File: src/host_if_consts.svh
/*
  host interface constants
  widths shared by the transfer router, the memory target and the DMA tracker
*/

`ifndef HOST_IF_CONSTS_SVH
`define HOST_IF_CONSTS_SVH

// data word carried by every ping-pong buffer
`define HOST_DATA_W 32

// size field reported with each ping-pong buffer
`define HOST_FIFO_SIZE_W 24

// on-chip word memory, 256 words
`define HOST_MEM_AW 8

// number of egress buffers on the host side
`define HOST_EGR_CH 2

`endif

File: src/host_if_pkg.sv
/*
  host interface types
  transfer request and ping-pong FIFO signal groups
*/

`include "host_if_consts.svh"

package host_if_pkg;

  // transfer destination
  typedef enum logic [1:0] {
    TGT_NONE = 2'd0,
    TGT_MEM  = 2'd1,
    TGT_DMA  = 2'd2
  } target_e;

  // host transfer request
  typedef struct packed {
    target_e                  target;
    logic                     wr;
    logic                     rd;
    logic [`HOST_DATA_W-1:0]  addr;   // start word address
    logic [`HOST_DATA_W-1:0]  count;  // words to move
  } xfer_req_t;

  // ingress, from the side holding the data
  typedef struct packed {
    logic                         rdy;
    logic [`HOST_FIFO_SIZE_W-1:0] size;
    logic [`HOST_DATA_W-1:0]      data;
  } ing_src_t;

  // ingress, from the consumer
  typedef struct packed {
    logic act;
    logic stb;
  } ing_ctl_t;

  // egress, from the buffer owner
  typedef struct packed {
    logic [`HOST_EGR_CH-1:0]      rdy;
    logic [`HOST_FIFO_SIZE_W-1:0] size;
  } egr_sink_t;

  // egress, from the producer
  typedef struct packed {
    logic [`HOST_EGR_CH-1:0] act;
    logic                    stb;
    logic [`HOST_DATA_W-1:0] data;
  } egr_src_t;

endpackage

File: src/host_target_router.sv
/*
  host target router
  steers the host ping-pong FIFOs to the memory or DMA target
  and picks the write and read finish flags for the active target
*/

`timescale 1ns/1ps

module host_target_router (
  input  host_if_pkg::xfer_req_t i_req,

  input  host_if_pkg::ing_src_t  i_host_ing,
  output host_if_pkg::ing_ctl_t  o_host_ing,
  input  host_if_pkg::egr_sink_t i_host_egr,
  output host_if_pkg::egr_src_t  o_host_egr,

  output host_if_pkg::ing_src_t  o_mem_ing,
  input  host_if_pkg::ing_ctl_t  i_mem_ing,
  output host_if_pkg::egr_sink_t o_mem_egr,
  input  host_if_pkg::egr_src_t  i_mem_egr,

  output host_if_pkg::ing_src_t  o_dma_ing,
  input  host_if_pkg::ing_ctl_t  i_dma_ing,
  output host_if_pkg::egr_sink_t o_dma_egr,
  input  host_if_pkg::egr_src_t  i_dma_egr,

  output logic                   o_mem_wr_en,
  output logic                   o_mem_rd_en,
  output logic                   o_dma_rd_en,

  input  logic                   i_mem_wr_fin,
  input  logic                   i_mem_rd_fin,
  input  logic                   i_dma_idle,
  input  logic                   i_dma_rd_fin,

  output logic                   o_write_fin,
  output logic                   o_read_fin
);

  logic mem_wr_sel;
  logic mem_rd_sel;
  logic dma_wr_sel;
  logic dma_rd_sel;

  // target and direction decode
  assign mem_wr_sel = (i_req.target == host_if_pkg::TGT_MEM) && i_req.wr;
  assign mem_rd_sel = (i_req.target == host_if_pkg::TGT_MEM) && i_req.rd;
  assign dma_wr_sel = (i_req.target == host_if_pkg::TGT_DMA) && i_req.wr;
  assign dma_rd_sel = (i_req.target == host_if_pkg::TGT_DMA) && i_req.rd;

  assign o_mem_wr_en = mem_wr_sel;
  assign o_mem_rd_en = mem_rd_sel;
  assign o_dma_rd_en = dma_rd_sel;

  // unselected targets see an idle, all-zero FIFO
  assign o_mem_ing = mem_wr_sel ? i_host_ing : '0;
  assign o_dma_ing = dma_wr_sel ? i_host_ing : '0;
  assign o_mem_egr = mem_rd_sel ? i_host_egr : '0;
  assign o_dma_egr = dma_rd_sel ? i_host_egr : '0;

  // handshake back to the host
  assign o_host_ing = mem_wr_sel ? i_mem_ing :
                      dma_wr_sel ? i_dma_ing : '0;
  assign o_host_egr = mem_rd_sel ? i_mem_egr :
                      dma_rd_sel ? i_dma_egr : '0;

  // DMA writes are done once the engine reports idle
  assign o_write_fin = mem_wr_sel ? i_mem_wr_fin :
                       dma_wr_sel ? i_dma_idle   : 1'b0;
  assign o_read_fin  = mem_rd_sel ? i_mem_rd_fin :
                       dma_rd_sel ? i_dma_rd_fin : 1'b0;

endmodule

File: config.mk
export PLATFORM = sky130hd
export DESIGN_NAME = host_target_router
export DESIGN_NICKNAME = d
export VERILOG_FILES = /design/src/host_if_pkg.sv /design/src/host_target_router.sv
export VERILOG_INCLUDE_DIRS = /design/src
export SDC_FILE = /design/constraint.sdc
export NUM_CORES = 1
export LEC_CHECK = 0
export ABC_AREA = 1
export BUFFER_PORTS_ARGS = -buffer_cell sky130_fd_sc_hd__buf_2
export CAP_MARGIN = 30
export CORE_AREA = 4 4 167 169
export DETAILED_ROUTE_END_ITERATION = 10
export DIE_AREA = 0 0 171 173
export GPL_TIMING_DRIVEN = 0
export REMOVE_ABC_BUFFERS = 1
export SYNTH_ARGS = -nofsm -noshare
export SYNTH_HDL_FRONTEND = slang
export SYNTH_SLANG_ARGS = --single-unit
File: constraint.sdc
create_clock -name vclk -period 1.93
set_clock_uncertainty 0.1 [all_clocks]
set_input_delay 0.2895 -clock vclk [all_inputs]
set_output_delay 0.2895 -clock vclk [all_outputs]
set_load 0.01 [all_outputs]
# Word level (Yosys, flattened, before mapping)
# Index checks and enable logic that the tools add are counted.
# W data, S select, Z words.
[word_totals]
reg_bits = 0
output_inout_bits = 208
elab_cells = 18
[op_classes]
eq_ne = 2
mux = 12
n_reduce_logical = 4
[op_table]
columns = ["op", "n"]
rows = [
  ["$mux W57", 2],
  ["$mux W35", 2],
  ["$mux W26", 2],
  ["$logic_and A1 B1 Y1", 4],
  ["$mux W1", 4],
  ["$mux W2", 2],
  ["$eq A2 B1 Y1 const B", 1],
  ["$eq A2 B2 Y1 const B", 1],
]

# Logic depth before layout (Yosys ltp)
[logic_depth]
ltp_word = 4
mapped_depth = 6
mapped_depth_nobuf = 3

# Worst setup path before layout
# OpenSTA, ideal clock, no wires.
[synth_timing]
path_type = "in2out"
startpoint = "input i_req[65] (netlist name)"
endpoint = "output o_dma_ing[26] (netlist name)"
arrival_ps = 957
path_slack_ps = 583
path_stages = 5
cell_sequence = "buf_2 -> nand3_2 -> buf_6 -> buf_6 -> nor2_4"
[synth_rtl]
columns = ["element", "line", "source"]
rows = [
  ["start: declaration", "host_target_router.sv:10", "input host_if_pkg::xfer_req_t i_req,"],
  ["end: declaration", "host_target_router.sv:22", "output host_if_pkg::ing_src_t o_dma_ing,"],
]

==> qor.csv <==
metric,value,unit
Final Hold Fails,0,
Non-Filler Instances,1096,
P per Cell Area,177,mW/mm²
Total GRT Usage,0.0961,
vias in the first global route,3788,
FMAX,534,MHz
leak pwr,3.00,nW
Setup WS post-layout,0.0561,ns
Routed WL per cell,15.1,µm
CP Capture Type,output port,
first-pass GRT wire length,22500,µm
"commonest non-fill, non-tap cell in the layout",buf_2,
starting density of the core,0.0791,
FFs & Latches,0,
Max Slew Vio Count,0,
GR peak layer,met2,
register area share after synthesis,0,
full die area,0.0296,mm²
post-CTS setup buffers,0,
type of the worst setup path,in -> out,
run status,"complete, no violations",
via count,4085,
Via density,3.73,
Chip Height,173,µm
worst hold path endpoint,o_dma_egr[1],
Max rail drop VDD,0.0680,mV
layout cells sized above 1,0.578,
minimum hold slack,0.798,ns
post-place instance area,0.00418,mm²
pre-CTS setup slack,-1.14,ns
DRT Wirelength,16500,µm
mean post-synth cell area,5.03,µm²
Antenna Nets Post-Route,0,
initial antenna violation count,2,
largest net degree at the start of global routing,55,
Max Cap Violations,0,
Detailed Place HPWL,13500,µm
Cell Rows,60,
nets@finish,985,
Tot Pwr,0.762,mW
CTS Hold Bufs,0,
I/O Pins,437,
Netlist cell types,13,
Worst setup SP type,primary input,
fill count,3106,
Hold Path Depth,4,
initial DRC count,140,
CP Max Fanout,40,
Reg area,0,µm²
Cell Count Post-Placement,1092,
Hold Path Class,in -> out,
unrepaired setup endpoints after global routing,true,
slew margin rel.,0.737,
met2 Use GR,0.181,
fin crit share,0.971,
gr ovfl total,0,
Ys Warns,0,
gpl congestion,0.713,
Layout clock buffers,0,
port buffer count,373,
Finish-stage setup viols,0,
layout overhead on the synthesized area,105,%
drt pass-1 iters,4,
most frequent cells in the layout,"buf_2, nor2_1, inv_1, nand4_1, nor2_2",
measured slew at the worst slew-check pin,0.393,ns
Gate Count Post-Synth,418,
"Req. time, crit path",1.54,ns
grt met3 use,0.0114,
Final Cell Area,0.00431,mm²
final routed DRC violation total,0,
Final min period,1.87,ns
WP data arrival,1.48,ns
GR Util met1,0.119,
die width,171,µm
mapped cell area,0.00210,mm²
worst min-delay path startpoint,i_host_egr[1],
CORE AREA,0.0266,mm²
## critical path, stage by stage
cell     delay (ns)
buf_8          0.21
buf_12         0.24
nand3_2        0.35
nor2_1         0.21
buf_2          0.15
## logic make-up after synthesis
logic type,Yosys count,share of synthesized area
buf+inv,131,0.297
simple gates,287,0.703
## how the worst max path moves through the flow
stage | start | end | slack (ns) | cells after the start
after floorplan | i_req[66] | o_dma_ing[0] | -0.49 | 3
after global placement | i_req[66] | o_dma_ing[15] | -1.93 | 5
after detailed placement | i_req[67] | o_mem_ing[37] | -1.14 | 6
after CTS | i_req[64] | o_dma_egr[20] | 0.02 | 5
after global routing | i_req[66] | o_dma_ing[19] | 0.002 | 6
final | i_req[64] | o_mem_egr[21] | 0.06 | 5
## cell type report
| cell class | count | area, µm² | area share |
|---|---|---|---|
| well taps | 341 | 427 | 0.0989 |
| diodes | 1 | 2.50 | 0.000580 |
| repair buffers | 377 | 2000 | 0.463 |
| multi-input cells | 289 | 1520 | 0.353 |
| inverters | 88 | 363 | 0.0841 |
## cells in the mapped netlist
cell       n  area share
nand3_4    1      0.0083
inv_2      1      0.0018
nand3_2    3       0.014
nor2_4    10       0.054
inv_1     85        0.15
inv_4      2      0.0060
nor2_2    39        0.12
buf_4      7       0.025
buf_6      9       0.048
buf_2     27       0.064
nand2_1   39       0.070
nor2_1   117        0.21
nand4_1   78        0.23
## metal layers
layer,share of wire,vias up,routed length [µm]
met5,0.00079,-,13
met4,0.014,2,233
met3,0.083,16,1370
met1,0.42,1809,6960
met2,0.48,283,7960
li1,-,1975,-
## power breakdown
part / switching (mW) / total [mW] / internal [mW] / leakage (nW)
combinational: 0.466 / 0.762 / 0.296 / 3.00
sequential: 0 / 0 / 0 / 0
clock: 0 / 0.0000000693 / 0.0000000693 / 0.00000634
total: 0.466 / 0.762 / 0.296 / 3.00
## metrics by stage
step	setup TNS, ns	util
floorplan	-35.79	-
global placement	-247.56	0.155
detailed placement	-162.04	0.157
CTS	0	0.161
global route	0	0.162
finish	0	0.162
## timing repair
| action | in CTS | in global routing |
|---|---|---|
| pin swaps | 2 | 1 |
| gates cloned | 2 | 1 |
| gates resized for setup | 19 | 3 |
| endpoints found under the setup margin | 208 | 78 |
No activity file was read; power rests on OpenSTA's default activity.
