===== src/host_if_consts.svh =====
/*
  host interface constants
  widths shared by the transfer router, the memory target and the DMA tracker
*/

`ifndef HOST_IF_CONSTS_SVH
`define HOST_IF_CONSTS_SVH

// data word carried by every ping-pong buffer
`define HOST_DATA_W 32

// size field reported with each ping-pong buffer
`define HOST_FIFO_SIZE_W 24

// on-chip word memory, 256 words
`define HOST_MEM_AW 8

// number of egress buffers on the host side
`define HOST_EGR_CH 2

`endif


===== src/dma_read_tracker.sv =====
/*
  DMA read tracker
  counts DMA egress strobes and flags read finish at the word count
*/

`timescale 1ns/1ps
`include "host_if_consts.svh"

module dma_read_tracker (
  input  logic                    clk,
  input  logic                    rst,
  input  logic                    i_en,
  input  logic [`HOST_DATA_W-1:0] i_count,
  input  logic                    i_stb,
  output logic                    o_fin
);

  logic [`HOST_DATA_W-1:0] cnt;
  logic [`HOST_DATA_W-1:0] cnt_nxt;

  // strobes past the count are ignored
  assign cnt_nxt = (i_stb && (cnt < i_count)) ? cnt + 1'b1 : cnt;

  always_ff @(posedge clk) begin
    if (rst || !i_en) begin
      cnt   <= '0;
      o_fin <= 1'b0;
    end else begin
      cnt   <= cnt_nxt;
      o_fin <= (cnt_nxt >= i_count);
    end
  end

endmodule


===== config.mk =====
export PLATFORM = sky130hd
export DESIGN_NAME = dma_read_tracker
export DESIGN_NICKNAME = d
export VERILOG_FILES = /design/src/dma_read_tracker.sv
export VERILOG_INCLUDE_DIRS = /design/src
export SDC_FILE = /design/constraint.sdc
export NUM_CORES = 1
export LEC_CHECK = 0
export ABC_AREA = 0
export BUFFER_PORTS_ARGS = -buffer_cell sky130_fd_sc_hd__buf_2
export CORE_MARGIN = 2
export CORE_UTILIZATION = 55
export DETAILED_ROUTE_END_ITERATION = 8
export HOLD_SLACK_MARGIN = 0.03
export PLACE_DENSITY = 0.85
export SYNTH_ARGS = -nofsm -noshare
export SYNTH_HDL_FRONTEND = slang
export SYNTH_SLANG_ARGS = --single-unit
export TNS_END_PERCENT = 10

===== constraint.sdc =====
create_clock -name clk -period 4.2 [get_ports clk]
set_input_delay 0.84 -clock clk [delete_from_list [all_inputs] [get_ports clk]]
set_output_delay 0.84 -clock clk [all_outputs]
set_load 0.05 [all_outputs]

# Word level (Yosys, flattened, before mapping)
# Cells that the tools add are included.
[classes]
add_sub_neg = 1
magnitude_cmp = 2
n_mux = 1
n_reduce_logical = 3
[op_table]
columns = ["operator", "n"]
rows = [
  ["$add A32 B1 Y32 const B", 1],
  ["$ge A32 B32 Y1", 1],
  ["$lt A32 B32 Y1", 1],
  ["$mux W32", 1],
  ["$logic_and A1 B1 Y1", 1],
  ["$logic_not A1 Y1", 1],
  ["$logic_or A1 B1 Y1", 1],
]
[word_totals]
regBits = 33
inputBits = 36
output_inout_bits = 1
elab_cells = 9

# Logic depth before layout (Yosys ltp)
# Gate-level depths: netlist (run 1).
[logic_depth]
depth_word = 4
ltp_mapped = 17
mapped_depth_nobuf = 15

# Worst setup path before layout (run 1)
# No wires, ideal clock.
[synth_timing]
path_type = "input to register"
startpoint = "input port i_count[23]"
endpoint = "register o_fin"
setup_time_ps = 115
t_arrival_ps = 4095
t_required_ps = 4085
slack_ps = -10
stages = 15
cell_sequence = "inv_1 > ha_1 > a21oi_1 > o21ai_0 > a211oi_2 > nand2_1 > clkbuf_1 > nor4_1 > xor2_1 > ha_1 > a2111oi_0 > o211ai_1 > a21oi_1 > a2bb2oi_1 > nand2_1"
[synth_between]
elab_chain_len = 4
[synth_lines]
columns = ["item", "line", "source"]
rows = [
  ["from (decl)", "dma_read_tracker.sv:13", "input logic [`HOST_DATA_W-1:0] i_count,"],
  ["$lt A32 B32 Y1", "dma_read_tracker.sv:22", "assign cnt_nxt = (i_stb && (cnt < i_count)) ? cnt + 1'b1 : cnt;"],
  ["$logic_and A1 B1 Y1", "dma_read_tracker.sv:22", ""],
  ["$mux W32", "dma_read_tracker.sv:22", ""],
  ["net cnt_nxt[10]", "dma_read_tracker.sv:19", "logic [`HOST_DATA_W-1:0] cnt_nxt;"],
  ["$ge A32 B32 Y1", "dma_read_tracker.sv:30", "o_fin <= (cnt_nxt >= i_count);"],
  ["to (signal assigned)", "dma_read_tracker.sv:30", ""],
  ["to (decl)", "dma_read_tracker.sv:15", "output logic o_fin"],
]
# The timed path passes the listed nets, and every way through them passes these cells.
# A chain may end at the register's enable or synchronous reset.

# Final worst setup path (run 1)
[layout_timing]
startpoint = "input port i_count[30]"
endpoint = "register o_fin"
# Same word-level chain as after synthesis.

==> results.md, run 1 <==
* Outcome: finished clean
* I/O pin count at 37
* Detailed Route Iter0 Violations at 293
* Syn. warnings at 0
* Clock buffer count from CTS at 5
* Die Footprint at 7060 um^2
* Root Buffer: clkbuf_8
* P_leak at 0.00206 uW
* Number of global-route vias before repair at 3537
* Critical Path Max Stage Delay at 0.45 ns
* Max clock buf depth at 2
* Pwr Total at roughly 640 uW
* Slew Limit Fails at 0
* Clk sinks at 33
* Fmax at 247 MHz
* Drt first pass iters at 5
* Setup_tns at 0 ns
* Total GRT Usage at 27.1%
* Crit-path slowest cell: a2111oi_1
* Final Setup Violations at 0
* Die Ht at approximately 84 um
* Maximum VDD drop at 149 uV
* Cell Chain, Critical Path: buf_2 -> inv_1 -> ha_1 -> a21oi_1 -> a21boi_0 -> a211o_2 -> or3_1 -> o21ai_0 -> nand2_1 -> ha_1 -> a2111oi_1 -> buf_4 -> o211ai_1 -> a21oi_1 -> a2bb2oi_2 -> nand2_1
* H-tree levels at 2
* Worst Setup End Kind: flip-flop
* Syn Inst Count at ~460
* Seq cells post-synth at 33
* CP delay by family, top: compound AO/OA/AOI/OAI gates
* Routed Antenna Nets at 0
* Final HPWL DP at around 7500 um
* Most frequent cells in the layout: ha_1, nand2_1, a21oi_1
* Hold_buf cts at 0
* Buffers and inverters on the worst path at 3
* Final hold viol count at 0
* # rows at 29
* TritonCTS clock tree: yes
* Sequential Area at 661 um^2
* Mapped cell area at 3520 um^2
* Drc violations at 0
* First-pass GRT wire length at between 15000 and 20000 um
* Syn_nets at roughly 560
* Period minus WS final at roughly 4.0 ns
* Non-Filler Instances at 586
* Core Area at 6280 um^2
* P per Cell Area at 157 nW/um^2
* Register area share after synthesis at a little under a fifth
* Via count at between 3k and 4k
* Number of distinct library cells after synthesis at 45
* Max-cap viol count at 0
* Critical path peak fanout at 8
* Startpoint Class: input port
* Filler cell count at between 500 and 600
* Setup CP Type: in2reg
* # diodes at 0
* Chip width at 84.0 um
* Crit path DAT at 4.23 ns
* Worst-path clk slew at 0.07 ns
* Final net count at 608
* Total grt overflow at 0
* GP Congestion at 0.901
* Relative slew slack at 16.9%
* Clock Skews at ~0.0060 ns
* Post-synthesis area per instance at slightly below 8 um^2
* Synth-to-Final Area Change at 16.2%
* HP Class: reg2reg
* Port bufs at 36
* Clk_lat worst skew at 0.30 ns
* Initial Utilization at 56.1%
* Worst path required time at 4.39 ns
* Largest net degree at the start of global routing at 30
* Area of the multi-input gates at 2750 um^2
* Antenna violations before repair at 0
* Period utilization at 96.3%
* Commonest non-fill, non-tap cell in the layout: ha_1
* Pre-CTS WS at -0.405 ns
* Via density at ~6.2
* Drt wl/cell at 16.3 um
* Final WS setup at 0.157 ns
* Worst Max-Slew Pin Slew at 1.24 ns
* Placed Cells at 577
* Detailed Route WL at ~9500 um
* Ratio of cells with drive above 1 in the final layout at approximately 17%
## final timing paths
path	startpoint	to	slack, ns	cells past startpoint
setup reg to reg	cnt[5]	o_fin	0.41	15
hold / removal	cnt[31]	cnt[31]	0.51	2
hold reg to reg	cnt[31]	cnt[31]	0.51	2
setup / recovery	i_count[30]	o_fin	0.16	16
## synth_stat cells
library cell / n / area, um^2
nand3b_1: 1 / 7.51
clkbuf_1: 15 / 56.3
a211oi_2: 1 / 12.5
a21o_1: 9 / 67.6
inv_1: 32 / 120
nor4_1: 8 / 50.1
o31ai_1: 2 / 15.0
a31oi_1: 1 / 6.26
nand3_1: 18 / 90.1
mux2i_1: 14 / 140
nor2b_1: 2 / 12.5
nand2b_1: 20 / 125
nand4_1: 22 / 138
dfxtp_1: 33 / 661
xnor2_1: 2 / 17.5
a211oi_1: 1 / 7.51
xor2_1: 12 / 105
and4_1: 3 / 26.3
a21boi_0: 1 / 7.51
nand4_4: 1 / 21.3
a31o_2: 1 / 8.76
or2_2: 1 / 6.26
or2_1: 1 / 6.26
and3_1: 9 / 56.3
o21a_1: 2 / 15.0
a211o_1: 2 / 17.5
a221oi_1: 1 / 8.76
ha_1: 64 / 801
o41ai_1: 1 / 8.76
a21oi_1: 39 / 195
or4_1: 8 / 60.1
and2_1: 5 / 31.3
nor4_2: 3 / 37.5
or3_4: 1 / 11.3
nor3_1: 11 / 55.1
o2111ai_1: 1 / 8.76
a2111oi_0: 2 / 17.5
a2bb2oi_1: 1 / 8.76
o21ai_0: 25 / 125
nand2_1: 54 / 203
o211ai_1: 1 / 7.51
or3_1: 15 / 93.8
nor2_1: 9 / 33.8
or4b_2: 1 / 10.0
buf_4: 1 / 7.51
## sequential cells by signal, indices dropped and copies added, names as in the netlist
register  count
o_fin         1
cnt          32
## report_power, final
| part | leakage, uW | total, uW | switching, uW | internal [uW] |
|---|---|---|---|---|
| sequential | 0.000266 | 314 | 0.722 | 313 |
| clock | 0.0000395 | 240 | 122 | 118 |
| combinational | 0.00175 | 89.6 | 51.5 | 38.1 |
| total | 0.00206 | 644 | 174 | 469 |
## worst register-to-register path: stages (launching register included)
cell,delay (ns)
dfxtp_1,0.45
ha_1,0.29
a21oi_1,0.15
o21ai_0,0.14
a211oi_2,0.31
a31oi_2,0.19
buf_6,0.19
buf_4,0.17
nor4_2,0.39
xor2_1,0.14
ha_1,0.35
nand4_1,0.20
nor4_2,0.28
o2111ai_1,0.19
a2bb2oi_2,0.18
nand2_1,0.11
## repair_timing
item | 4_1_cts | 5_1_grt
endpoints found under the setup margin | 1 | 1
pin swaps | 0 | 2
hold endpoints to repair | 0 | 0
resized for setup | 2 | 13
buffers inserted | 0 | 1
## layer usage
layer	vias to the layer above	track usage (%)	routed length [um]
met1	1693	33.7	4090
met2	143	46.1	4530
met5	-	0	0
met3	31	5.04	645
met4	0	11.1	274
li1	1775	-	-
## kinds of logic after synthesis
group	after synthesis	share of synthesized area (%)
AO/OA/AOI/OAI	91	15.3
flip-flops	33	18.8
XOR/XNOR	14	3.48
AND/OR/NAND/NOR	193	30.5
buffers and inverters	48	5.22
adder cells (fa/ha/maj)	64	22.7
multiplexers	14	3.98
## final cells by class
cell class / count / area share [%]
clock buffer: 8 / 1.96
inverter: 32 / 2.94
multi-input combinational: 376 / 67.1
sequential: 33 / 16.1
tap: 77 / 2.35
timing repair buffer: 60 / 9.51
## stage by stage
stage / hold slack, ns / cell area, um^2 / utilization [%]
5_1_grt: 0.553 / 4090 / 65.2
3_5_place_dp: 0.502 / 3950 / 62.9
2_1_floorplan: 0.470 / 3530 / -
4_1_cts: 0.512 / 4040 / 64.3
3_3_place_gp: 0.481 / 3950 / 62.9
6_report: 0.507 / 4090 / 65.2
Power figures use the tool's default switching activity.
==> run 2: changes to the inputs <==
--- a/config.mk
+++ b/config.mk
@@ -8,11 +8,13 @@
 export LEC_CHECK = 0
 export ABC_AREA = 0
 export BUFFER_PORTS_ARGS = -buffer_cell sky130_fd_sc_hd__buf_2
+export CELL_PAD_IN_SITES_DETAIL_PLACEMENT = 0
+export CELL_PAD_IN_SITES_GLOBAL_PLACEMENT = 1
 export CORE_MARGIN = 2
-export CORE_UTILIZATION = 55
+export CORE_UTILIZATION = 40
 export DETAILED_ROUTE_END_ITERATION = 8
 export HOLD_SLACK_MARGIN = 0.03
-export PLACE_DENSITY = 0.85
+export PLACE_DENSITY = 0.84
 export SYNTH_ARGS = -nofsm -noshare
 export SYNTH_HDL_FRONTEND = slang
 export SYNTH_SLANG_ARGS = --single-unit
==> run 2 against run 1 <==
  * Global-route usage down 7.2 points
  * Total power up 1.6%
  * Final cell count up 8.4%
  * Utilization down 16 points
  * Non-clock buffer count up 18
  * Critical path type unchanged
  * Largest power group unchanged
  * Highest routed layer unchanged
==> results.md, run 2 (synthesized netlist as in run 1, its figures left out) <==
* Drc violations at 0 (unchanged)
* Relative slew slack at 37.4% (was 16.9%)
* Int Pwr at 472 uW (was 469 uW)
* Maximum VDD drop at 108 uV (was 149 uV)
* Root Buffer: clkbuf_8 (unchanged)
* Pre-CTS WS at -0.267 ns (was -0.405 ns)
* Detailed Route Iter0 Violations at 169 (was 293)
* Sw frac at 27.8% (was 27.1%)
* Clock buffer count from CTS at 5 (unchanged)
* # rows at 34 (was 29)
* P per Cell Area at 155 nW/um^2 (was 157 nW/um^2)
* Clk_lat worst skew at 0.30 ns (about the same)
* Port bufs at 36 (unchanged)
* Chip width at 97.8 um (was 84.0 um)
* First-pass GRT wire length at 16000 um (was 15700 um)
* Routed Antenna Nets at 0 (unchanged)
* Post-layout util at 48.7% (was 65.2%)
* Die Footprint at 9570 um^2 (was 7060 um^2)
* Synth-to-Final Area Change at 19.5% (was 16.2%)
* Switching power at 182 uW (was 174 uW)
* Logic gate share of total power at 14.6% (was 13.9%)
* Die Ht at 97.8 um (was 84.0 um)
* # diodes at 0 (unchanged)
* Period minus WS final at 4.09 ns (was 4.04 ns)
* HP Class: reg2reg (unchanged)
* Detailed Route WL at 9330 um (was 9540 um)
* Initial Utilization at 40.8% (was 56.1%)
* Drt wl/cell at 14.7 um (was 16.3 um)
* Total grt overflow at 0 (unchanged)
* Final hold viol count at 0 (unchanged)
* Crit path DAT at 4.28 ns (was 4.23 ns)
* I/O pin count at 37 (unchanged)
* Hold path startpoint: cnt[31] (unchanged)
* Share of power burned in the clock network at 37.4% (was 37.3%)
* Worst path required time at 4.40 ns (was 4.39 ns)
* Reg-to-reg startpoint: cnt[5] (unchanged)
* Final WS setup at 0.113 ns (was 0.157 ns)
* Period utilization at 97.3% (was 96.3%)
* Sequential share of power at 48.0% (was 48.8%)
* Most frequent cells in the layout: ha_1, nand2_1, buf_4 (was ha_1, nand2_1, a21oi_1)
* Ratio of cells with drive above 1 in the final layout at 19.2% (was 16.5%)
* Core Area at 8640 um^2 (was 6280 um^2)
* Largest register FFs at 32 (unchanged)
* Number of global-route vias before repair at 3431 (was 3537)
* GP Congestion at 0.837 (was 0.901)
* Fmax at 245 MHz (was 247 MHz)
* Setup CP Type: in2reg (unchanged)
* Hold Path Sink: cnt[31] (unchanged)
* Via count at 3532 (was 3642)
* Hold Path Cell Cnt at 2 (unchanged)
* Final net count at 626 (was 608)
* Worst Setup End Kind: flip-flop (unchanged)
* Final HPWL DP at 7370 um (was 7480 um)
* Most flop-heavy register: cnt (unchanged)
* Outcome: finished clean (unchanged)
* Hold_buf cts at 0 (unchanged)
* Final Setup Violations at 0 (unchanged)
* Worst-path clk slew at 0.08 ns (was 0.07 ns)
* RR Endpoint: o_fin (unchanged)
* Clock Skews at 0.0113 ns (was 0.00604 ns)
* TritonCTS clock tree: yes (unchanged)
* Startpoint Class: input port (unchanged)
* R2R setup slack at 0.43 ns (was 0.41 ns)
* Slew Limit Fails at 0 (unchanged)
* Clk sinks at 33 (unchanged)
* Via density at 5.56 (was 6.22)
* Worst R2R Path Depth at 16 (was 15)
* Drt first pass iters at 5 (unchanged)
* Filler cell count at 854 (was 553)
* Non-Filler Instances at 635 (was 586)
* Antenna violations before repair at 0 (unchanged)
* Critical path peak fanout at 12 (was 8)
* RSZ-0062 raised after global routing: false
* Max clock buf depth at 2 (unchanged)
* P_leak at 0.00215 uW (was 0.00206 uW)
* Largest net degree at the start of global routing at 30 (unchanged)
* Commonest non-fill, non-tap cell in the layout: ha_1 (unchanged)
* Placed Cells at 625 (was 577)
* Biggest regs: cnt x32, o_fin x1 (unchanged)
* H-tree levels at 2 (unchanged)
* Max-cap viol count at 0 (unchanged)
* Total GRT Usage at 19.9% (was 27.1%)
* Worst Max-Slew Pin Slew at 0.939 ns (was 1.24 ns)
-- run 2: per-stage QoR --
step                instance area, um^2  total power, uW  hold slack, ns  TNS [ns]
global route                       4210              688           0.548         0
CTS                                4170              660           0.512         0
floorplan                          3530              375           0.470         0
finish                             4210              654           0.509         0
detailed placement                 4090              416           0.502    -0.267
global placement                   4090              413           0.484    -0.216
-- run 2: layout make-up --
type | count | area (um^2) | share of cell area (%)
clock buffers | 6 | 72.6 | 1.72
clock inverters | 2 | 10.0 | 0.238
inverters | 32 | 120 | 2.85
multi-input cells | 376 | 2710 | 64.5
flip-flops and latches | 33 | 661 | 15.7
well taps | 108 | 135 | 3.21
repair buffers | 78 | 497 | 11.8
-- run 2: power groups by stage --
| stage | Sequential [uW] | Clock [uW] | Combinational (uW) |
|---|---|---|---|
| CTS | 314 | 250 | 95.7 |
| global route | 314 | 264 | 110 |
| detailed placement | 321 | 0 | 94.9 |
| floorplan | 321 | 0 | 53.7 |
| global placement | 321 | 0 | 91.5 |
| finish | 314 | 245 | 95.3 |
-- run 2: worst max-delay path by stage --
stage | from | end | slack (ns) | cells after the start
after CTS | i_count[19] | o_fin | 0.05 | 18
final | i_count[1] | o_fin | 0.11 | 17
after global routing | i_count[30] | o_fin | 0.02 | 18
after detailed placement | i_count[19] | o_fin | -0.27 | 18
after floorplan | i_count[23] | o_fin | 0.09 | 15
after global placement | i_count[19] | o_fin | -0.22 | 18
-- run 2: layer usage --
metal / vias up / wire [um] / track usage, %
met3: 10 / 493 / 3.72
met5: - / 0 / 0
met1: 1607 / 4510 / 27.5
li1: 1814 / - / -
met2: 101 / 4250 / 32.6
met4: 0 / 80 / 4.27
-- run 2: timing repair --
action,4_1_cts,5_1_grt
setup buffers,0,1
resized for setup,0,7
endpoints found under the setup margin,0,1
-- run 2: worst max-delay path, stage by stage --
cell       delay [ns]
buf_2            0.08
inv_1            0.05
ha_1             0.28
a2111oi_0        0.49
nand3b_1         0.22
a31oi_2          0.16
buf_6            0.18
buf_4            0.17
or4_1            0.53
nand2_1          0.10
ha_1             0.24
a21o_1           0.19
a21o_1           0.16
a21oi_1          0.19
o21ai_0          0.17
a2bb2oi_2        0.17
nand2_1          0.06
