==> src/host_if_consts.svh <==
/*
  host interface constants
  widths shared by the transfer router, the memory target and the DMA tracker
*/

`ifndef HOST_IF_CONSTS_SVH
`define HOST_IF_CONSTS_SVH

// data word carried by every ping-pong buffer
`define HOST_DATA_W 32

// size field reported with each ping-pong buffer
`define HOST_FIFO_SIZE_W 24

// on-chip word memory, 256 words
`define HOST_MEM_AW 8

// number of egress buffers on the host side
`define HOST_EGR_CH 2

`endif

==> src/host_if_pkg.sv <==
/*
  host interface types
  transfer request and ping-pong FIFO signal groups
*/

`include "host_if_consts.svh"

package host_if_pkg;

  // transfer destination
  typedef enum logic [1:0] {
    TGT_NONE = 2'd0,
    TGT_MEM  = 2'd1,
    TGT_DMA  = 2'd2
  } target_e;

  // host transfer request
  typedef struct packed {
    target_e                  target;
    logic                     wr;
    logic                     rd;
    logic [`HOST_DATA_W-1:0]  addr;   // start word address
    logic [`HOST_DATA_W-1:0]  count;  // words to move
  } xfer_req_t;

  // ingress, from the side holding the data
  typedef struct packed {
    logic                         rdy;
    logic [`HOST_FIFO_SIZE_W-1:0] size;
    logic [`HOST_DATA_W-1:0]      data;
  } ing_src_t;

  // ingress, from the consumer
  typedef struct packed {
    logic act;
    logic stb;
  } ing_ctl_t;

  // egress, from the buffer owner
  typedef struct packed {
    logic [`HOST_EGR_CH-1:0]      rdy;
    logic [`HOST_FIFO_SIZE_W-1:0] size;
  } egr_sink_t;

  // egress, from the producer
  typedef struct packed {
    logic [`HOST_EGR_CH-1:0] act;
    logic                    stb;
    logic [`HOST_DATA_W-1:0] data;
  } egr_src_t;

endpackage

==> src/ppfifo_mem_writer.sv <==
/*
  ping-pong ingress to memory writer
  drains host ingress buffers into the word memory until the word count is met
*/

`timescale 1ns/1ps
`include "host_if_consts.svh"

module ppfifo_mem_writer (
  input  logic                         clk,
  input  logic                         rst,
  input  logic                         i_en,
  input  logic [`HOST_MEM_AW-1:0]      i_base,
  input  logic [`HOST_DATA_W-1:0]      i_count,
  input  host_if_pkg::ing_src_t        i_ing,
  output host_if_pkg::ing_ctl_t        o_ing,
  output logic                         o_wr_en,
  output logic [`HOST_MEM_AW-1:0]      o_wr_addr,
  output logic [`HOST_DATA_W-1:0]      o_wr_data,
  output logic                         o_fin
);

  typedef enum logic [1:0] {
    ST_IDLE,
    ST_BURST,
    ST_DONE
  } state_e;

  state_e                       state;
  logic                         act;
  logic [`HOST_FIFO_SIZE_W-1:0] buf_cnt;
  logic [`HOST_FIFO_SIZE_W-1:0] buf_len;
  logic [`HOST_DATA_W-1:0]      total;
  logic [`HOST_DATA_W-1:0]      remaining;
  logic [`HOST_DATA_W-1:0]      size_ext;

  assign remaining = i_count - total;
  assign size_ext  = {{(`HOST_DATA_W - `HOST_FIFO_SIZE_W){1'b0}}, i_ing.size};

  // every cycle of a burst pops one word
  assign o_ing.act = act;
  assign o_ing.stb = act;

  assign o_wr_en   = act;
  assign o_wr_addr = i_base + total[`HOST_MEM_AW-1:0];
  assign o_wr_data = i_ing.data;
  assign o_fin     = (state == ST_DONE);

  always_ff @(posedge clk) begin
    if (rst || !i_en) begin
      state   <= ST_IDLE;
      act     <= 1'b0;
      buf_cnt <= '0;
      buf_len <= '0;
      total   <= '0;
    end else begin
      case (state)
        ST_IDLE: begin
          if (total >= i_count) begin
            state <= ST_DONE;
          end else if (i_ing.rdy && (i_ing.size != '0)) begin
            // take the smaller of buffer size and words left
            act     <= 1'b1;
            buf_cnt <= '0;
            buf_len <= (remaining < size_ext) ? remaining[`HOST_FIFO_SIZE_W-1:0] : i_ing.size;
            state   <= ST_BURST;
          end
        end
        ST_BURST: begin
          buf_cnt <= buf_cnt + 1'b1;
          total   <= total + 1'b1;
          if ((buf_cnt + 1'b1) == buf_len) begin
            act   <= 1'b0;
            state <= ((total + 1'b1) == i_count) ? ST_DONE : ST_IDLE;
          end
        end
        default: begin
          // finish holds until enable drops
          state <= ST_DONE;
        end
      endcase
    end
  end

endmodule

==> config.mk <==
export PLATFORM = sky130hd
export DESIGN_NAME = ppfifo_mem_writer
export DESIGN_NICKNAME = d
export VERILOG_FILES = /design/src/host_if_pkg.sv /design/src/ppfifo_mem_writer.sv
export VERILOG_INCLUDE_DIRS = /design/src
export SDC_FILE = /design/constraint.sdc
export NUM_CORES = 1
export LEC_CHECK = 0
export BUFFER_PORTS_ARGS = -buffer_cell sky130_fd_sc_hd__buf_2
export CAP_MARGIN = 20
export CORE_MARGIN = 1
export CORE_UTILIZATION = 35
export DETAILED_ROUTE_END_ITERATION = 10
export GPL_ROUTABILITY_DRIVEN = 0
export MAX_ROUTING_LAYER = met4
export SETUP_SLACK_MARGIN = 0.05
export SYNTH_ARGS = -nofsm -noshare
export SYNTH_HDL_FRONTEND = slang
export SYNTH_SLANG_ARGS = --single-unit
export TNS_END_PERCENT = 50
==> constraint.sdc <==
create_clock -name clk -period 5 [get_ports clk]
set_clock_uncertainty 0.2 [all_clocks]
set_input_delay 0.5 -clock clk [delete_from_list [all_inputs] [get_ports clk]]
set_output_delay 0.5 -clock clk [all_outputs]
set_load 0.005 [all_outputs]
# Word-level counts from Yosys, hierarchy flattened
# Cells that the tools add are included.
# word_totals
regBits	83
inputBits	100
out_inout_bits	44
elab_cells	43
# classes
add_sub_neg	4
magnitude_cmp	2
eq_ne	8
n_mux	13
bitwise_logic	1
n_reduce_logical	10
# ops
operator	n
24-bit two-way mux	3
24-bit case mux with 2 select lines	1
32-bit by 1-bit adder with 32-bit output, second input constant	1
32-bit equality test	1
32-bit greater-or-equal comparator	1
32-bit by 24-bit less-than comparator with 1-bit output	1
32-bit subtractor	1
24-bit by 1-bit adder with 24-bit output, second input constant	1
24-bit equality test	1
24-bit nonzero test	1
8-bit adder	1
2-bit two-way mux	4
2-bit inequality test, second input constant	3
3-bit AND reduction	2
2-bit case mux with 2 select lines	1
4-bit AND reduction	1
1-bit two-way mux	3
3-bit inequality test, second input constant	1
2-bit by 1-bit equality test with 1-bit output, second input constant	1
2-bit equality test, second input constant	1
2-bit zero test	1
1-bit case mux with 2 select lines	1
2-bit AND reduction	1
2-bit nonzero test	1
other kinds (4)	4

# Longest topological paths before layout
# Gate-level depths: netlist of run 1.
# depth
word_depth	5
depth_mapped	21
ltp_nobuf	20

# Least setup slack after synthesis of run 1
# Ideal clock, no wire load.
# synth_path
kind	register -> register
startpoint	register total[6]
endpoint	register buf_len[10]
setup_time_ns	0.117
t_arrival_ns	4.358
required_ns	4.683
slack_ns	0.324
path_stages_with_launch	21
n_path_buf	2
synth_period_minus_slack_ns	4.676
path_cell_list	dfxtp_1 -> buf_2 -> inv_1 -> ha_1 -> a21oi_1 -> o21ai_1 -> a221o_2 -> a221o_1 -> a31oi_1 -> xnor2_1 -> ha_1 -> o21ai_0 -> nor3_1 -> a21oi_1 -> a211oi_1 -> a2111oi_0 -> nand4_1 -> nor4_4 -> buf_6 -> mux2i_1 -> nand2_1
# synth_between
elab_chain_cells	3
elab_cells_between_ends	6
classes_between	add/sub: 1; order compare: 2; mux: 1; bitwise: 1; reduce/logical: 1
# synth_rtl
element	line	text
from (decl)	ppfifo_mem_writer.sv:33	logic [`HOST_DATA_W-1:0] total;
from (signal assigned)	ppfifo_mem_writer.sv:71	total <= total + 1'b1;
32-bit subtractor or 32-bit greater-or-equal comparator (tied branches)	ppfifo_mem_writer.sv:37, ppfifo_mem_writer.sv:59	
32-bit by 24-bit less-than comparator with 1-bit output or 1-bit inverter (tied branches)	n/a	
24-bit two-way mux or 3-bit AND reduction (tied branches)	n/a	
to (signal assigned)	ppfifo_mem_writer.sv:65	buf_len <= (remaining < size_ext) ? remaining[`HOST_FIFO_SIZE_W-1:0] : i_ing.size;
to (decl)	ppfifo_mem_writer.sv:32	logic [`HOST_FIFO_SIZE_W-1:0] buf_len;
# Parallel ways exist; a longest one is shown, timed or not.
# A chain may end at the register's enable or synchronous reset.

# Final worst setup path of run 1
# layout_path
startpoint	register total[2]
endpoint	register buf_len[21]
# Same word-level chain as after synthesis.

==> flow_summary.yaml, run 1 <==
status:
  status: "finished clean"
global_route:
  grt_max_degree: 61
  track_usage_pct: 20.7
  grt_overflow: 0
  grt_pass1_vias: 8267
  grt_pass1_wl_um: 42900
  antenna_found_initial: 0
critical_path:
  slowest_delay_ns: 0.46
  path_buf_inv: 3
  r2r_start: "total[2]"
  path_depth: 18
  crit_arrival_ns: 4.69
  crit_end: "buf_len[21]"
  crit_slowest_cell: "a2111oi_2"
  crit_start: "total[2]"
  r2r_cells: 18
  worstSetupPathType: "flip-flop to flip-flop"
  cp-start-kind: "flip-flop"
  critPathTopFamily: "compound AO/OA/AOI/OAI gates"
  r2r_slack_ns: 0.35
  worstPathCellList: "inv_1 > ha_2 > nor2_1 > a211oi_1 > nor2b_1 > xnor2_1 > ha_1 > a2111oi_2 > nor2b_1 > a221o_1 > a211oi_1 > a2111oi_2 > nand4_1 > nor4_4 > buf_4 > clkbuf_16 > mux2i_1 > nand2_1"
  path_max_fanout: 12
  r2r-end: "buf_len[21]"
  endpoint_kind: "flip-flop"
  critical_path_required_ns: 5.04
final_layout:
  layout.nets: 1418
  num_antenna_cells: 0
  drive_above_1_share_pct: 15.7
  finalInstanceArea_um2: 10100
  stdcell_count: 1587
  layout_common_cells: "110 x nor2_1, 98 x nand2_1, 82 x xnor2_1"
  final_util_pct: 39.8
  synthToLayoutAreaGrowth_pct: 10.5
  final_common_cell: "nor2_1"
die:
  num_rows: 58
  dieArea_um2: 26800
  die_h_um: 164
  io_pins: 144
  die-width_um: 164
  core_area_um2: 25400
  start_util_pct: 36.0
min_path:
  holdCritStartpoint: "i_ing[33]"
  hold_class: "input port to flip-flop"
yosys:
  syn-instance-count: 1221
  ys.flop_type: "dfxtp_1"
  synth_edf_count: 0
  yosysSeqAreaShare_pct: 18.2
  synth.top_cell.area_share_pct: 18.2
  synth_area_um2: 9150
  synth_fp_nets: 1387
  synthArstFlopShare_pct: 0
  syn_avg_cell_area_um2: 7.49
  synth_seq_cells: 83
  synth_area_leader_cell: "dfxtp_1"
  yosysUniqueCellTypes: 91
  synth_area_leaders: "dfxtp_1 18%, ha_1 8.8%, xnor2_1 7.8%, nor2_1 4.5%, xor2_1 4.3%"
  yosys_warnings: 0
power:
  power_mw: 1.89
  ir_drop_mv: 0.167
  leakagePower_nw: 3.66
  powerDensity_nw_per_um2: 187
detailed_routing:
  dr.pass1.iters: 5
  vias_per_cell: 5.57
  final_antenna_net_count: 0
  vias: 8846
  drt_iter0_drc: 557
  drc_errors: 0
  wl_per_cell_um: 16.9
  drt_wl_total_um: 26800
timing:
  finalWorstSetupSlack_ns: 0.354
  timing.final.crit_share_pct: 92.9
  layout_min_cycle_time_ns: 4.65
  setup_viol: 0
  rsz0062_at_grt: "no"
  relSlewSlack_pct: 50.1
  max_freq_ghz: 0.215
  worstMarginPinSlew_ns: 0.729
  timing.final.max_slew_violations: 0
  hold_viol: 0
placed_design:
  dp_slack_ns: -0.0660
  postPlaceCellArea_um2: 9670
  dp_cells: 1567
  dp_hpwl_um: 20700
  buffer_ports.inserted: 79
clock_tree:
  clock-sinks: 83
  htree_levels: 3
  clk_pin_slew_worst_paths_ns: 0.07
  clk_latency_ns: 0.36
  cts-root-buf: "clkbuf_16"
  holdBufCountCts: 0
  cts_tree: "yes"
  cts.path.max_buffers: 2
  cts-buffers-inserted: 9
flow_run:
  maxCapViolations: 0
[synthesized netlist by cell type, drive strengths merged (3+ instances only)]
cell / n
a211oi: 16
a21boi: 3
nor2b: 8
clkbuf: 38
o311ai: 3
o31ai: 9
inv: 73
nand2b: 4
o21ai: 42
a31oi: 8
nor4b: 3
nand4: 45
o2111ai: 4
and3: 7
ha: 64
o21a: 8
nand3b: 3
xnor2: 82
or4: 11
o21bai: 5
nor3b: 23
a221o: 5
o211ai: 24
nor4: 24
nor2: 110
or3: 20
mux2i: 28
a2111oi: 7
a21oi: 82
nor3: 31
a211o: 4
nand2: 99
a21o: 16
and4: 10
a22oi: 23
nand3: 49
dfxtp: 83
and2: 6
or2: 7
xor2: 45
buf: 61
[final cells by class]
cell class	instances	area [um^2]
fillers	2663	15300
well taps	330	413
clock buffers	10	239
clock inverters	6	71.3
repair buffers	119	743
inverters	73	274
flip-flops and latches	83	1670
multi-input cells	966	6710
[flip-flops by register name, summed over array words and instances, names as in the netlist]
signal	cells
total	32
buf_cnt	24
buf_len	24
state	2
o_wr_en	1
[tightest hold or removal path: stages]
cell	delay, ns
buf_2	0.11
a22oi_1	0.07
nand2_1	0.06
[per-layer routing]
metal,vias to the layer above,track usage [%],wire length (um)
li1,4461,-,-
met1,4151,27.5,12800
met2,205,32.8,12300
met3,29,2.75,1250
met4,0,5.60,425
met5,-,-,0
[power by group]
part / internal [mW] / leakage, nW / switching (mW)
combinational: 0.190 / 2.84 / 0.283
sequential: 0.672 / 0.673 / 0.0115
clock: 0.407 / 0.151 / 0.327
total: 1.27 / 3.66 / 0.621
[cell families after synthesis]
logic type | share of synthesized area (%)
AOI/OAI and AO/OA | 21.0
xor gates and xnor gates | 12.2
adders and majority gates | 9.19
buffers and inverters | 9.34
DFF | 18.2
muxes | 3.31
and+or+nand+nor | 26.9
[worst min path at each step]
| stage | endpoint | slack, ns | cells after the start |
|---|---|---|---|
| floorplan | buf_cnt[23] | 0.26 | 2 |
| global placement | buf_cnt[23] | 0.28 | 2 |
| detailed placement | buf_len[9] | 0.30 | 2 |
| CTS | buf_len[7] | 0.21 | 3 |
| global route | buf_len[0] | 0.22 | 3 |
| finish | buf_len[1] | 0.21 | 3 |
[what timing repair did]
item / CTS / global route
buffers inserted: 0 / 2
endpoints found under the setup margin: 0 / 24
gates resized for setup: 0 / 20
[through the flow]
| stage | hold slack [ns] | setup TNS, ns |
|---|---|---|
| 2_1_floorplan | 0.265 | 0 |
| 3_3_place_gp | 0.277 | 0 |
| 3_5_place_dp | 0.299 | -0.139 |
| 4_1_cts | 0.206 | 0 |
| 5_1_grt | 0.224 | 0 |
| 6_report | 0.214 | 0 |
No activity file was read; power rests on OpenSTA's default activity.
==> inputs of run 2 (changes only) <==
clock period = 5.55 ns   (was 5 ns; I/O delays follow)
==> run 2 against run 1 <==
Sequential power is 9.8% lower; non-clock buffer count shrank 29; clock-buffer cell count stayed put; wire length is 1.6% lower; die area unchanged; fmax decreased by 7.0%; setup slack improved by 0.20 ns; final area fell by 3.5%; global-route usage shrank 0.092 points; critical path depth rose by 1; first-iteration DRC count grew 15%; critical endpoint is now buf_len[23]; largest power group unchanged.
==> flow_summary.yaml, run 2 (synthesized netlist as in run 1, its figures left out) <==
critical_path:
  crit_arrival_ns: 5.04
  cp-start-kind: "flip-flop"
  critical_path_required_ns: 5.60
  path_max_fanout: 24
  endpoint_kind: "flip-flop"
  worstSetupPathType: "flip-flop to flip-flop"
die:
  num_rows: 58
  start_util_pct: 36.0
  die-width_um: 164
  dieArea_um2: 26800
  io_pins: 144
  core_area_um2: 25400
  die_h_um: 164
timing:
  timing.final.max_slew_violations: 0
  worstMarginPinSlew_ns: 0.834
  max_freq_ghz: 0.200
  setup_viol: 0
  finalWorstSetupSlack_ns: 0.553
  rsz0062_at_grt: "no"
  timing.final.crit_share_pct: 90.0
  relSlewSlack_pct: 44.4
  hold_viol: 0
  layout_min_cycle_time_ns: 5.00
  timing.setup.tns_ns: 0
clock_tree:
  htree_levels: 3
  clk_pin_slew_worst_paths_ns: 0.06
  post_cts_resized: 0
  cts_tree: "yes"
  postCtsSetupBuffers: 0
  clock-sinks: 83
  holdBufCountCts: 0
  clk_latency_ns: 0.37
  cts-root-buf: "clkbuf_16"
  cts.path.max_buffers: 2
  cts-buffers-inserted: 9
global_route:
  track_usage_pct: 20.6
  grt_overflow: 0
  grt_pass1_vias: 8194
  antenna_found_initial: 0
  grt_pass1_wl_um: 42500
  grt_max_degree: 61
detailed_routing:
  drt_iter0_drc: 640
  drc_errors: 0
  vias_per_cell: 5.55
  wl_per_cell_um: 16.9
  final_antenna_net_count: 0
  dr.pass1.iters: 5
  drt_wl_total_um: 26400
  vias: 8648
placed_design:
  buffer_ports.inserted: 79
  dp_slack_ns: 0.370
  dp_hpwl_um: 20700
final_layout:
  largest_register: "total"
  largest_reg_flops: 32
  reg_top3: "total x32, buf_cnt x24, buf_len x24"
  layout.nets: 1389
  final_util_pct: 38.4
  layout_common_cells: "110 x nor2_1, 98 x nand2_1, 83 x dfxtp_1"
  fillers: 2703
  final_common_cell: "nor2_1"
  synthToLayoutAreaGrowth_pct: 6.71
  drive_above_1_share_pct: 12.3
  num_antenna_cells: 0
power:
  leakagePower_nw: 3.49
  powerDensity_nw_per_um2: 168
  ir_drop_mv: 0.117
status:
  status: "finished clean"
min_path:
  hold_class: "input port to flip-flop"
flow_run:
  maxCapViolations: 0
## run 2: final cells by class
class	instances	area [um^2]	area share [%]
clock buffer	10	239	2.45
clock inverter	6	47.5	0.487
inverter	73	274	2.81
multi-input combinational	966	6640	68.0
sequential	83	1660	17.0
tap	330	413	4.23
timing repair buffer	90	490	5.02
## run 2: path summary, 6_finish.rpt
path / from / to / slack, ns / depth (start not counted)
hold / removal: i_ing[50] / buf_len[18] / 0.26 / 3
setup reg to reg: total[7] / buf_len[23] / 0.55 / 19
setup / recovery: total[7] / buf_len[23] / 0.55 / 19
hold reg to reg: buf_cnt[23] / buf_cnt[23] / 0.30 / 2
## run 2: worst max-delay path, stage by stage, from the launching register on
cell	delay (ns)
dfxtp_1	0.48
inv_1	0.13
ha_1	0.52
nand2_2	0.13
a2111oi_4	0.45
nand2_1	0.19
nand4_1	0.11
o21ai_0	0.11
xnor2_1	0.33
ha_1	0.32
o21ai_0	0.14
o21ai_0	0.09
o211ai_1	0.11
a21oi_1	0.10
a2111oi_0	0.37
nand4_1	0.21
nor4_4	0.30
buf_12	0.24
mux2i_1	0.10
a221o_1	0.25
## run 2: metal layers
layer	global-route usage, %	part of all wire, %	wire, um	up-vias
met2	31.9	45	11900	210
met5	-	0	0	-
li1	-	-	-	4403
met4	6.99	2.0	520	0
met3	3.11	5.3	1400	33
met1	27.2	48	12600	4002
## run 2: per-stage QoR
| step | std cells | area, um^2 | power, mW | hold WS, ns |
|---|---|---|---|---|
| 4_1_cts | 1558 | 9770 | 1.65 | 0.251 |
| 3_5_place_dp | 1542 | 9480 | 1.03 | 0.285 |
| 5_1_grt | 1558 | 9770 | 1.72 | 0.265 |
| 6_report | 1558 | 9770 | 1.64 | 0.260 |
| 2_1_floorplan | 1221 | 9150 | 0.925 | 0.265 |
| 3_3_place_gp | 1542 | 9480 | 1.03 | 0.282 |
## run 2: report_power, final
group / leakage, nW / internal, mW / switching [mW]
clock network: 0.139 / 0.320 / 0.298
logic: 2.68 / 0.160 / 0.246
registers: 0.671 / 0.606 / 0.0105
